## config.mk

```make
export PLATFORM = sky130hd
export DESIGN_NAME = beam_top
export DESIGN_NICKNAME = d
export VERILOG_FILES = /design/src/design/beam_pkg.sv /design/src/design/beam_top.sv /design/src/design/beam_regs.sv /design/src/design/square_painter.sv /design/src/design/square_motion.sv /design/src/design/display_timings.sv
export SDC_FILE = /design/constraint.sdc
export NUM_CORES = 1
export LEC_CHECK = 0
export BUFFER_PORTS_ARGS = -buffer_cell sky130_fd_sc_hd__buf_4
export CORE_MARGIN = 3
export CORE_UTILIZATION = 61
export CTS_BUF_LIST = sky130_fd_sc_hd__clkbuf_16
export DETAILED_ROUTE_END_ITERATION = 12
export PLACE_DENSITY = 0.86
export SLEW_MARGIN = 20
export SYNTH_ARGS = -nofsm -noshare
export SYNTH_HDL_FRONTEND = slang
export SYNTH_SLANG_ARGS = --single-unit
```

## constraint.sdc

```tcl
create_clock -name clk_pix -period 4.1 [get_ports clk_pix]
set_input_delay 0.82 -clock clk_pix [delete_from_list [all_inputs] [get_ports clk_pix]]
set_output_delay 0.82 -clock clk_pix [all_outputs]
set_load 0.01 [all_outputs]
```

## src/design/beam_pkg.sv

```systemverilog
// **************************************************
// shared widths and encodings for the beam design
// register map offsets and AXI4-Lite enums
// **************************************************

`default_nettype none

package beam_pkg;

    // screen coordinate width in bits
    localparam int cordw = 10;

    // one colour channel, DVI Pmod is 4 bits per channel
    localparam int colrw = 4;

    localparam int spdw = 4;  // pixels per frame field

    // register byte offsets on the 5-bit AXI address
    typedef enum logic [4:0] {
        ctrl        = 5'h00,  // bit 0 motion enable
        speed       = 5'h04,  // step size, bits 3:0
        fg_color    = 5'h08,  // square colour r,g,b
        bg_color    = 5'h0C,  // background colour
        frame_count = 5'h10   // read only
    } reg_addr_t;

    // AXI response codes, only the two we return
    typedef enum logic [1:0] {
        okay   = 2'b00,
        slverr = 2'b10
    } axi_resp_t;

    // write channel FSM
    typedef enum logic {
        wr_idle,  // waiting for aw and w together
        wr_resp   // bvalid held until bready
    } wr_state_t;

endpackage

`default_nettype wire
```

## src/design/beam_top.sv

```systemverilog
// **************************************************
// beam generator top level
// timings, moving square, painter and AXI registers
// **************************************************

`default_nettype none
`timescale 1ns/1ps

module beam_top #(
    parameter int h_active = 640,
    parameter int h_fp     = 16,
    parameter int h_sync   = 96,
    parameter int h_bp     = 48,
    parameter int v_active = 480,
    parameter int v_fp     = 10,
    parameter int v_sync   = 2,
    parameter int v_bp     = 33,
    parameter int q_size   = 32
) (
    input  wire logic                  clk_pix,  // from external clock gen
    input  wire logic                  rst_n,
    input  wire logic [4:0]            awaddr,
    input  wire logic                  awvalid,
    output logic                       awready,
    input  wire logic [31:0]           wdata,
    input  wire logic                  wvalid,
    output logic                       wready,
    output beam_pkg::axi_resp_t        bresp,
    output logic                       bvalid,
    input  wire logic                  bready,
    input  wire logic [4:0]            araddr,
    input  wire logic                  arvalid,
    output logic                       arready,
    output logic [31:0]                rdata,
    output beam_pkg::axi_resp_t        rresp,
    output logic                       rvalid,
    input  wire logic                  rready,
    output logic                       dvi_hsync,
    output logic                       dvi_vsync,
    output logic                       dvi_de,
    output logic [beam_pkg::colrw-1:0] dvi_r,
    output logic [beam_pkg::colrw-1:0] dvi_g,
    output logic [beam_pkg::colrw-1:0] dvi_b
);

    logic [beam_pkg::cordw-1:0]   sx, sy;    // scan position
    logic [beam_pkg::cordw-1:0]   qx, qy;    // square corner
    logic                         hsync, vsync, de;
    logic                         blank_start;
    logic                         enable;
    logic [beam_pkg::spdw-1:0]    speed;
    logic [3*beam_pkg::colrw-1:0] fg_color, bg_color;

    display_timings #(
        .h_active(h_active), .h_fp(h_fp), .h_sync(h_sync), .h_bp(h_bp),
        .v_active(v_active), .v_fp(v_fp), .v_sync(v_sync), .v_bp(v_bp)
    ) timings_inst (
        .clk_pix, .rst_n, .sx, .sy, .hsync, .vsync, .de, .blank_start
    );

    // motion needs the full frame size for its wrap points
    square_motion #(
        .h_active(h_active), .h_fp(h_fp), .h_sync(h_sync), .h_bp(h_bp),
        .v_active(v_active), .v_fp(v_fp), .v_sync(v_sync), .v_bp(v_bp),
        .q_size(q_size)
    ) motion_inst (
        .clk_pix, .rst_n, .blank_start, .enable, .speed, .qx, .qy
    );

    square_painter #(.q_size(q_size)) painter_inst (
        .clk_pix, .rst_n, .sx, .sy, .de, .hsync, .vsync, .qx, .qy,
        .fg_color, .bg_color,
        .dvi_hsync, .dvi_vsync, .dvi_de, .dvi_r, .dvi_g, .dvi_b
    );

    beam_regs regs_inst (
        .clk_pix, .rst_n, .blank_start,
        .awaddr, .awvalid, .awready, .wdata, .wvalid, .wready,
        .bresp, .bvalid, .bready,
        .araddr, .arvalid, .arready, .rdata, .rresp, .rvalid, .rready,
        .enable, .speed, .fg_color, .bg_color
    );

endmodule

`default_nettype wire

```

## src/design/beam_regs.sv

```systemverilog
// **************************************************
// AXI4-Lite control registers for the beam design
// motion enable, speed, colours and frame counter
// **************************************************

`default_nettype none
`timescale 1ns/1ps

module beam_regs (
    input  wire logic                      clk_pix,
    input  wire logic                      rst_n,
    input  wire logic                      blank_start,  // counts frames
    input  wire logic [4:0]                awaddr,
    input  wire logic                      awvalid,
    output logic                           awready,
    input  wire logic [31:0]               wdata,
    input  wire logic                      wvalid,
    output logic                           wready,
    output beam_pkg::axi_resp_t            bresp,
    output logic                           bvalid,
    input  wire logic                      bready,
    input  wire logic [4:0]                araddr,
    input  wire logic                      arvalid,
    output logic                           arready,
    output logic [31:0]                    rdata,
    output beam_pkg::axi_resp_t            rresp,
    output logic                           rvalid,
    input  wire logic                      rready,
    output logic                           enable,
    output logic [beam_pkg::spdw-1:0]      speed,
    output logic [3*beam_pkg::colrw-1:0]   fg_color,
    output logic [3*beam_pkg::colrw-1:0]   bg_color
);

    localparam int sw = beam_pkg::spdw;
    localparam int colw = 3 * beam_pkg::colrw;  // packed r,g,b

    // power-up look, orange square on blue
    localparam logic            enable_rst = 1'b1;
    localparam logic [sw-1:0]   speed_rst  = sw'(4);
    localparam logic [colw-1:0] fg_rst     = colw'(12'hF80);
    localparam logic [colw-1:0] bg_rst     = colw'(12'h08F);

    beam_pkg::wr_state_t wr_state;
    beam_pkg::axi_resp_t wr_resp_nxt;  // response for the current aw
    beam_pkg::axi_resp_t rd_resp_nxt;
    logic                wr_hs;        // aw and w taken this cycle
    logic                rd_hs;
    logic [31:0]         rd_data_nxt;
    logic [15:0]         frame_cnt;

    always_comb begin
        wr_hs   = (wr_state == beam_pkg::wr_idle) && awvalid && wvalid;
        awready = wr_hs;   // both channels accepted together
        wready  = wr_hs;
        bvalid  = (wr_state == beam_pkg::wr_resp);
        arready = !rvalid; // one read in flight at most
        rd_hs   = arvalid && arready;
    end

    // write decode, only the four rw registers answer okay
    always_comb begin
        case (beam_pkg::reg_addr_t'(awaddr))
            beam_pkg::ctrl, beam_pkg::speed,
            beam_pkg::fg_color, beam_pkg::bg_color: wr_resp_nxt = beam_pkg::okay;
            default:                                wr_resp_nxt = beam_pkg::slverr;
        endcase
    end

    // read mux, unused bits zero
    always_comb begin
        rd_data_nxt = '0;
        rd_resp_nxt = beam_pkg::okay;
        case (beam_pkg::reg_addr_t'(araddr))
            beam_pkg::ctrl:        rd_data_nxt[0]        = enable;
            beam_pkg::speed:       rd_data_nxt[sw-1:0]   = speed;
            beam_pkg::fg_color:    rd_data_nxt[colw-1:0] = fg_color;
            beam_pkg::bg_color:    rd_data_nxt[colw-1:0] = bg_color;
            beam_pkg::frame_count: rd_data_nxt[15:0]     = frame_cnt;
            default:               rd_resp_nxt           = beam_pkg::slverr;
        endcase
    end

    always_ff @(posedge clk_pix or negedge rst_n) begin
        if (!rst_n) begin
            wr_state  <= beam_pkg::wr_idle;
            rvalid    <= 1'b0;
            enable    <= enable_rst;
            speed     <= speed_rst;
            fg_color  <= fg_rst;
            bg_color  <= bg_rst;
            frame_cnt <= '0;
        end else begin
            if (blank_start) frame_cnt <= frame_cnt + 1'b1;  // wraps at 16 bits
            case (wr_state)
                beam_pkg::wr_idle: if (wr_hs) begin
                    wr_state <= beam_pkg::wr_resp;
                    case (beam_pkg::reg_addr_t'(awaddr))
                        beam_pkg::ctrl:     enable   <= wdata[0];
                        beam_pkg::speed:    speed    <= wdata[sw-1:0];
                        beam_pkg::fg_color: fg_color <= wdata[colw-1:0];
                        beam_pkg::bg_color: bg_color <= wdata[colw-1:0];
                        default: ;  // read-only or unmapped, nothing stored
                    endcase
                end
                beam_pkg::wr_resp: if (bready) wr_state <= beam_pkg::wr_idle;
                default: wr_state <= beam_pkg::wr_idle;
            endcase
            if (rd_hs)
                rvalid <= 1'b1;
            else if (rready)
                rvalid <= 1'b0;  // response taken
        end
    end

    // response payload, only looked at while valid
    always_ff @(posedge clk_pix) begin
        if (wr_hs) bresp <= wr_resp_nxt;
        if (rd_hs) begin
            rdata <= rd_data_nxt;
            rresp <= rd_resp_nxt;
        end
    end

endmodule

`default_nettype wire

```

## src/design/square_painter.sv

```systemverilog
// **************************************************
// square painter and DVI output register
// picks square or background colour per pixel
// **************************************************

`default_nettype none
`timescale 1ns/1ps

module square_painter #(
    parameter int q_size = 32
) (
    input  wire logic                          clk_pix,
    input  wire logic                          rst_n,
    input  wire logic [beam_pkg::cordw-1:0]    sx,
    input  wire logic [beam_pkg::cordw-1:0]    sy,
    input  wire logic                          de,
    input  wire logic                          hsync,
    input  wire logic                          vsync,
    input  wire logic [beam_pkg::cordw-1:0]    qx,
    input  wire logic [beam_pkg::cordw-1:0]    qy,
    input  wire logic [3*beam_pkg::colrw-1:0]  fg_color,  // r in top nibble
    input  wire logic [3*beam_pkg::colrw-1:0]  bg_color,
    output logic                               dvi_hsync,
    output logic                               dvi_vsync,
    output logic                               dvi_de,
    output logic [beam_pkg::colrw-1:0]         dvi_r,
    output logic [beam_pkg::colrw-1:0]         dvi_g,
    output logic [beam_pkg::colrw-1:0]         dvi_b
);

    localparam int cw = beam_pkg::cordw;
    localparam int cb = beam_pkg::colrw;

    // one extra bit so qx + q_size cannot wrap
    localparam logic [cw:0] q_ext = (cw + 1)'(q_size);

    logic          hit;        // pixel inside the square
    logic [3*cb-1:0] pix_color;

    always_comb begin
        hit = (sx >= qx) && ({1'b0, sx} < {1'b0, qx} + q_ext)
           && (sy >= qy) && ({1'b0, sy} < {1'b0, qy} + q_ext);
        pix_color = !de ? '0 : (hit ? fg_color : bg_color);  // black in blanking
    end

    // syncs go through the same stage as colour, keeps them aligned
    always_ff @(posedge clk_pix or negedge rst_n) begin
        if (!rst_n) begin
            dvi_hsync <= 1'b1;  // inactive
            dvi_vsync <= 1'b1;
            dvi_de    <= 1'b0;
            dvi_r     <= '0;
            dvi_g     <= '0;
            dvi_b     <= '0;
        end else begin
            dvi_hsync <= hsync;
            dvi_vsync <= vsync;
            dvi_de    <= de;
            dvi_r     <= pix_color[3*cb-1:2*cb];
            dvi_g     <= pix_color[2*cb-1:cb];
            dvi_b     <= pix_color[cb-1:0];
        end
    end

endmodule

`default_nettype wire

```

## src/design/square_motion.sv

```systemverilog
// **************************************************
// square position, stepped once per frame
// wraps at the line end and at the frame end
// **************************************************

`default_nettype none
`timescale 1ns/1ps

module square_motion #(
    parameter int h_active = 640,
    parameter int h_fp     = 16,
    parameter int h_sync   = 96,
    parameter int h_bp     = 48,
    parameter int v_active = 480,
    parameter int v_fp     = 10,
    parameter int v_sync   = 2,
    parameter int v_bp     = 33,
    parameter int q_size   = 32   // square edge in pixels
) (
    input  wire logic                      clk_pix,
    input  wire logic                      rst_n,
    input  wire logic                      blank_start,  // frame tick from timings
    input  wire logic                      enable,       // motion on
    input  wire logic [beam_pkg::spdw-1:0] speed,        // pixels per frame
    output logic [beam_pkg::cordw-1:0]     qx,           // top-left corner
    output logic [beam_pkg::cordw-1:0]     qy
);

    localparam int cw = beam_pkg::cordw;
    localparam int sw = beam_pkg::spdw;

    // wrap limits use the full screen, blanking included
    localparam int h_total = h_active + h_fp + h_sync + h_bp;
    localparam int v_total = v_active + v_fp + v_sync + v_bp;

    localparam logic [cw-1:0] qx_lim = cw'(h_total - q_size);
    localparam logic [cw-1:0] qy_lim = cw'(v_total - q_size);
    localparam logic [cw-1:0] q_step = cw'(q_size);  // row step

    logic [cw-1:0] speed_ext;
    always_comb speed_ext = {{(cw - sw){1'b0}}, speed};

    always_ff @(posedge clk_pix or negedge rst_n) begin
        if (!rst_n) begin
            qx <= '0;
            qy <= '0;
        end else if (blank_start && enable) begin
            if (qx >= qx_lim) begin  // past line end, drop a row
                qx <= '0;
                qy <= (qy >= qy_lim) ? '0 : qy + q_step;
            end else begin
                qx <= qx + speed_ext;
            end
        end
    end

endmodule

`default_nettype wire

```

## src/design/display_timings.sv

```systemverilog
// **************************************************
// display timing generator for the raster beam
// scans the frame and decodes sync and data enable
// **************************************************

`default_nettype none
`timescale 1ns/1ps

module display_timings #(
    parameter int h_active = 640,  // visible pixels per line
    parameter int h_fp     = 16,   // front porch
    parameter int h_sync   = 96,   // sync pulse width
    parameter int h_bp     = 48,   // back porch
    parameter int v_active = 480,  // visible lines
    parameter int v_fp     = 10,
    parameter int v_sync   = 2,
    parameter int v_bp     = 33
) (
    input  wire logic                      clk_pix,      // pixel clock
    input  wire logic                      rst_n,        // async reset, active low
    output logic [beam_pkg::cordw-1:0]     sx,           // horizontal position
    output logic [beam_pkg::cordw-1:0]     sy,           // vertical position
    output logic                           hsync,        // active low
    output logic                           vsync,        // active low
    output logic                           de,           // data enable
    output logic                           blank_start   // one tick per frame
);

    localparam int cw = beam_pkg::cordw;

    // line and frame length including blanking
    localparam int h_total = h_active + h_fp + h_sync + h_bp;
    localparam int v_total = v_active + v_fp + v_sync + v_bp;

    // decode points, sized to the counters
    localparam logic [cw-1:0] h_last   = cw'(h_total - 1);
    localparam logic [cw-1:0] v_last   = cw'(v_total - 1);
    localparam logic [cw-1:0] h_vis    = cw'(h_active);
    localparam logic [cw-1:0] v_vis    = cw'(v_active);
    localparam logic [cw-1:0] hs_start = cw'(h_active + h_fp);
    localparam logic [cw-1:0] hs_end   = cw'(h_active + h_fp + h_sync);  // exclusive
    localparam logic [cw-1:0] vs_start = cw'(v_active + v_fp);
    localparam logic [cw-1:0] vs_end   = cw'(v_active + v_fp + v_sync);

    // pixel and line counters
    always_ff @(posedge clk_pix or negedge rst_n) begin
        if (!rst_n) begin
            sx <= '0;
            sy <= '0;
        end else if (sx == h_last) begin  // end of line
            sx <= '0;
            sy <= (sy == v_last) ? '0 : sy + 1'b1;  // wrap at frame end
        end else begin
            sx <= sx + 1'b1;
        end
    end

    // decode straight from the counters
    always_comb begin
        hsync = ~((sx >= hs_start) && (sx < hs_end));  // low inside sync window
        vsync = ~((sy >= vs_start) && (sy < vs_end));
        de    = (sx < h_vis) && (sy < v_vis);
        // first pixel of the first blank line
        blank_start = (sx == '0) && (sy == v_vis);
    end

endmodule

`default_nettype wire

```

==> metrics.yaml <==
wire_per_inst_um: 18.4
grt_pass1_wl_um: 23600
p_sw_mw: 0.706
maxSlewViolCount: 0
antenna_cells: 0
htreeDepth: 4
die_w_um: 106
end_kind: "register"
num_io_pins: 105
combPwrFrac_pct: 7.2
synth_seq_area_share_pct: 49.2
p_per_area_nw_per_um2: 421
ys_types: 57
async_flop_share_pct: 84.3
first_iter_violations: 384
cts_tree: "yes"
leakage_nw: 3.42
syn_avg_cell_area_um2: 10.8
instances_no_fill: 781
areaGrowthSynthToFinish_pct: 19.8
synth_top_area_share_pct: 34.2
cts_setup_buffers: 0
fin_crit_sh_pct: 64.7
fin_nets: 725
rr_startpoint: "motion_inst.qy[5]"
timing.fmax_mhz: 377
power.internal_mw: 2.36
io_buffers: 66
clockBufferDepth: 2
pwr-share-clk_pct: 51.1
ys_seq_elements: 115
clock_latency_ns: 0.41
relSlewSlack_pct: 45.9
rsz0062_at_grt: "false"
worstPathMaxFanout: 12
setup_slack_ns: 1.45
yosysWarningCount: 0
synthFlopType: "dfrtp_1"
swShare_pct: 23.0
met2_usage_pct: 44.9
setup_viol: 0
gr-total-overflow: 0
core_um2: 9460
cts_resized: 0
ir_drop_v: 0.000324
fin_worst_skew_ns: 0.00965
synth_edf_count: 18
gp_congestion: 0.876
critPathLaunch: "motion_inst.qy[5]"
grt_pass1_vias: 4735
power_frac_seq_pct: 41.7
drc: 0
clk_pin_slew_ns: 0.06
grtUsageMet3_pct: 7.53
final_util_pct: 76.9
synthCells: 563
grt_usage_pct: 26.8
startpoint_type: "register"
hpwl_um: 9370
status: "complete, no violations"
arrival_ns: 2.97
drive_gt1_share_pct: 23.5
vias: 4667
dr.pass1.iters: 5
dp_slack_ns: 1.33
met1_usage_pct: 33.4
ctsHoldBuffers: 0
antenna_found_initial: 1
wirelength_um: 14300
root_buffer: "clkbuf_16"
maxCapViolCount: 0
period_needed_ns: 2.65
top_usage_layer: "met2"
cts_buffers: 17
num_rows: 35
tns_ns: 0
critical_path_required_ns: 4.42
worstHoldPathType: "in -> async"
initial_core_util_pct: 64.2
finalHoldViolCount: 0
yosysTopAreaCell: "dfrtp_1"
grt_max_degree: 89
clock-sinks: 115
die-area_um2: 11200
synth_area_um2: 6070
avgViaCountPerCell: 5.98
tightest_slew_ns: 0.811
dp.cells: 749
synthTopCellsByArea: "dfrtp_1 (34%), edfxtp_1 (8.9%), ha_1 (7.4%)"
ant_nets: 0
path_class: "reg -> reg"
fp.dieH_um: 106
-- area by class of cell --
class / instances / area (µm²)
Sequential cell: 115 / 2990
Inverter: 28 / 105
Timing Repair Buffer: 71 / 537
Tap cell: 129 / 161
Clock buffer: 17 / 425
Fill cell: 561 / 2180
Clock inverter: 15 / 206
Multi-Input combinational cell: 406 / 2850
-- Yosys cell counts, drive strengths merged (14+ instances only) --
cell / number
buf: 23
dfrtp: 83
dfstp: 14
edfxtp: 18
ha: 36
inv: 28
mux2: 29
mux2i: 24
nand2: 71
nand3: 21
nand4: 16
nor2: 27
o21ai: 36
xnor2: 23
-- worst paths after layout --
| check | depth (start not counted) | slack [ns] | to |
|---|---|---|---|
| setup / recovery | 9 | 1.45 | painter_inst.dvi_g[2] |
| hold / removal | 1 | 0.44 | timings_inst.sx[0] |
| hold reg to reg | 1 | 0.48 | regs_inst.frame_cnt[15] |
| setup reg to reg | 9 | 1.45 | painter_inst.dvi_g[2] |
| min in group clk_pix | 1 | 0.48 | regs_inst.frame_cnt[15] |
| max in group asynchronous | 2 | 2.93 | regs_inst.frame_cnt[15] |
-- logic make-up after synthesis --
group           share of synthesized area, %
flops                                   49.2
fa+ha+maj                               7.75
simple gates                            15.6
other cells                           0.0618
buf+inv                                 4.97
mux                                     9.34
compound gates                          8.08
xor+xnor                                5.05
-- routing by layer --
metal	vias to the layer above	wire length, µm
li1	2106	-
met1	2284	5500
met2	236	7290
met3	39	1160
met4	2	365
met5	-	13
-- power groups by stage --
stage / Sequential (mW) / Clock (mW) / Combinational, mW
CTS: 1.28 / 1.58 / 0.221
finish: 1.28 / 1.57 / 0.220
global route: 1.28 / 1.64 / 0.239
detailed placement: 1.29 / 0 / 0.216
global placement: 1.29 / 0 / 0.207
floorplan: 1.30 / 0 / 0.103
-- layout by cell type (no fill, tap or decap), drive strengths merged, types with 14 or more instances in the layout --
cell type,synthesis,routed
dfrtp,83,83
mux2,29,29
nand3,21,21
nand4,16,16
inv,28,32
clkbuf,8,17
ha,36,36
mux2i,24,24
conb,1,18
edfxtp,18,18
nand2,71,71
buf,23,71
xnor2,23,23
dfstp,14,14
nor2,27,27
o21ai,36,36
-- sequential cells by signal, indices dropped and copies added, names as in the netlist, 4 cells and up --
register and count:
regs_inst.frame_cnt 16, regs_inst.rdata 16, regs_inst.bg_color 12, regs_inst.fg_color 12, motion_inst.qx 10, timings_inst.sx 10, timings_inst.sy 10, motion_inst.qy 5
painter_inst.dvi_b 4, painter_inst.dvi_g 4, painter_inst.dvi_r 4, regs_inst.speed 4
-- worst max-delay path: stages, from the launching register on --
cell       delay (ns)
dfrtp_1          0.47
ha_1             0.28
nand3_1          0.16
xnor2_1          0.23
ha_1             0.29
a21oi_1          0.19
a2bb2oi_1        0.10
nor4_2           0.28
buf_4            0.30
mux2i_1          0.27
-- per-stage QoR --
step           total power [mW]  area (µm²)  hold WS (ns)
2_1_floorplan              1.40        6130         0.434
3_3_place_gp               1.50        6640         0.448
3_5_place_dp               1.51        6640         0.469
4_1_cts                    3.07        7270         0.480
5_1_grt                    3.16        7270         0.483
6_report                   3.06        7270         0.444
Power figures use the tool's default switching activity.
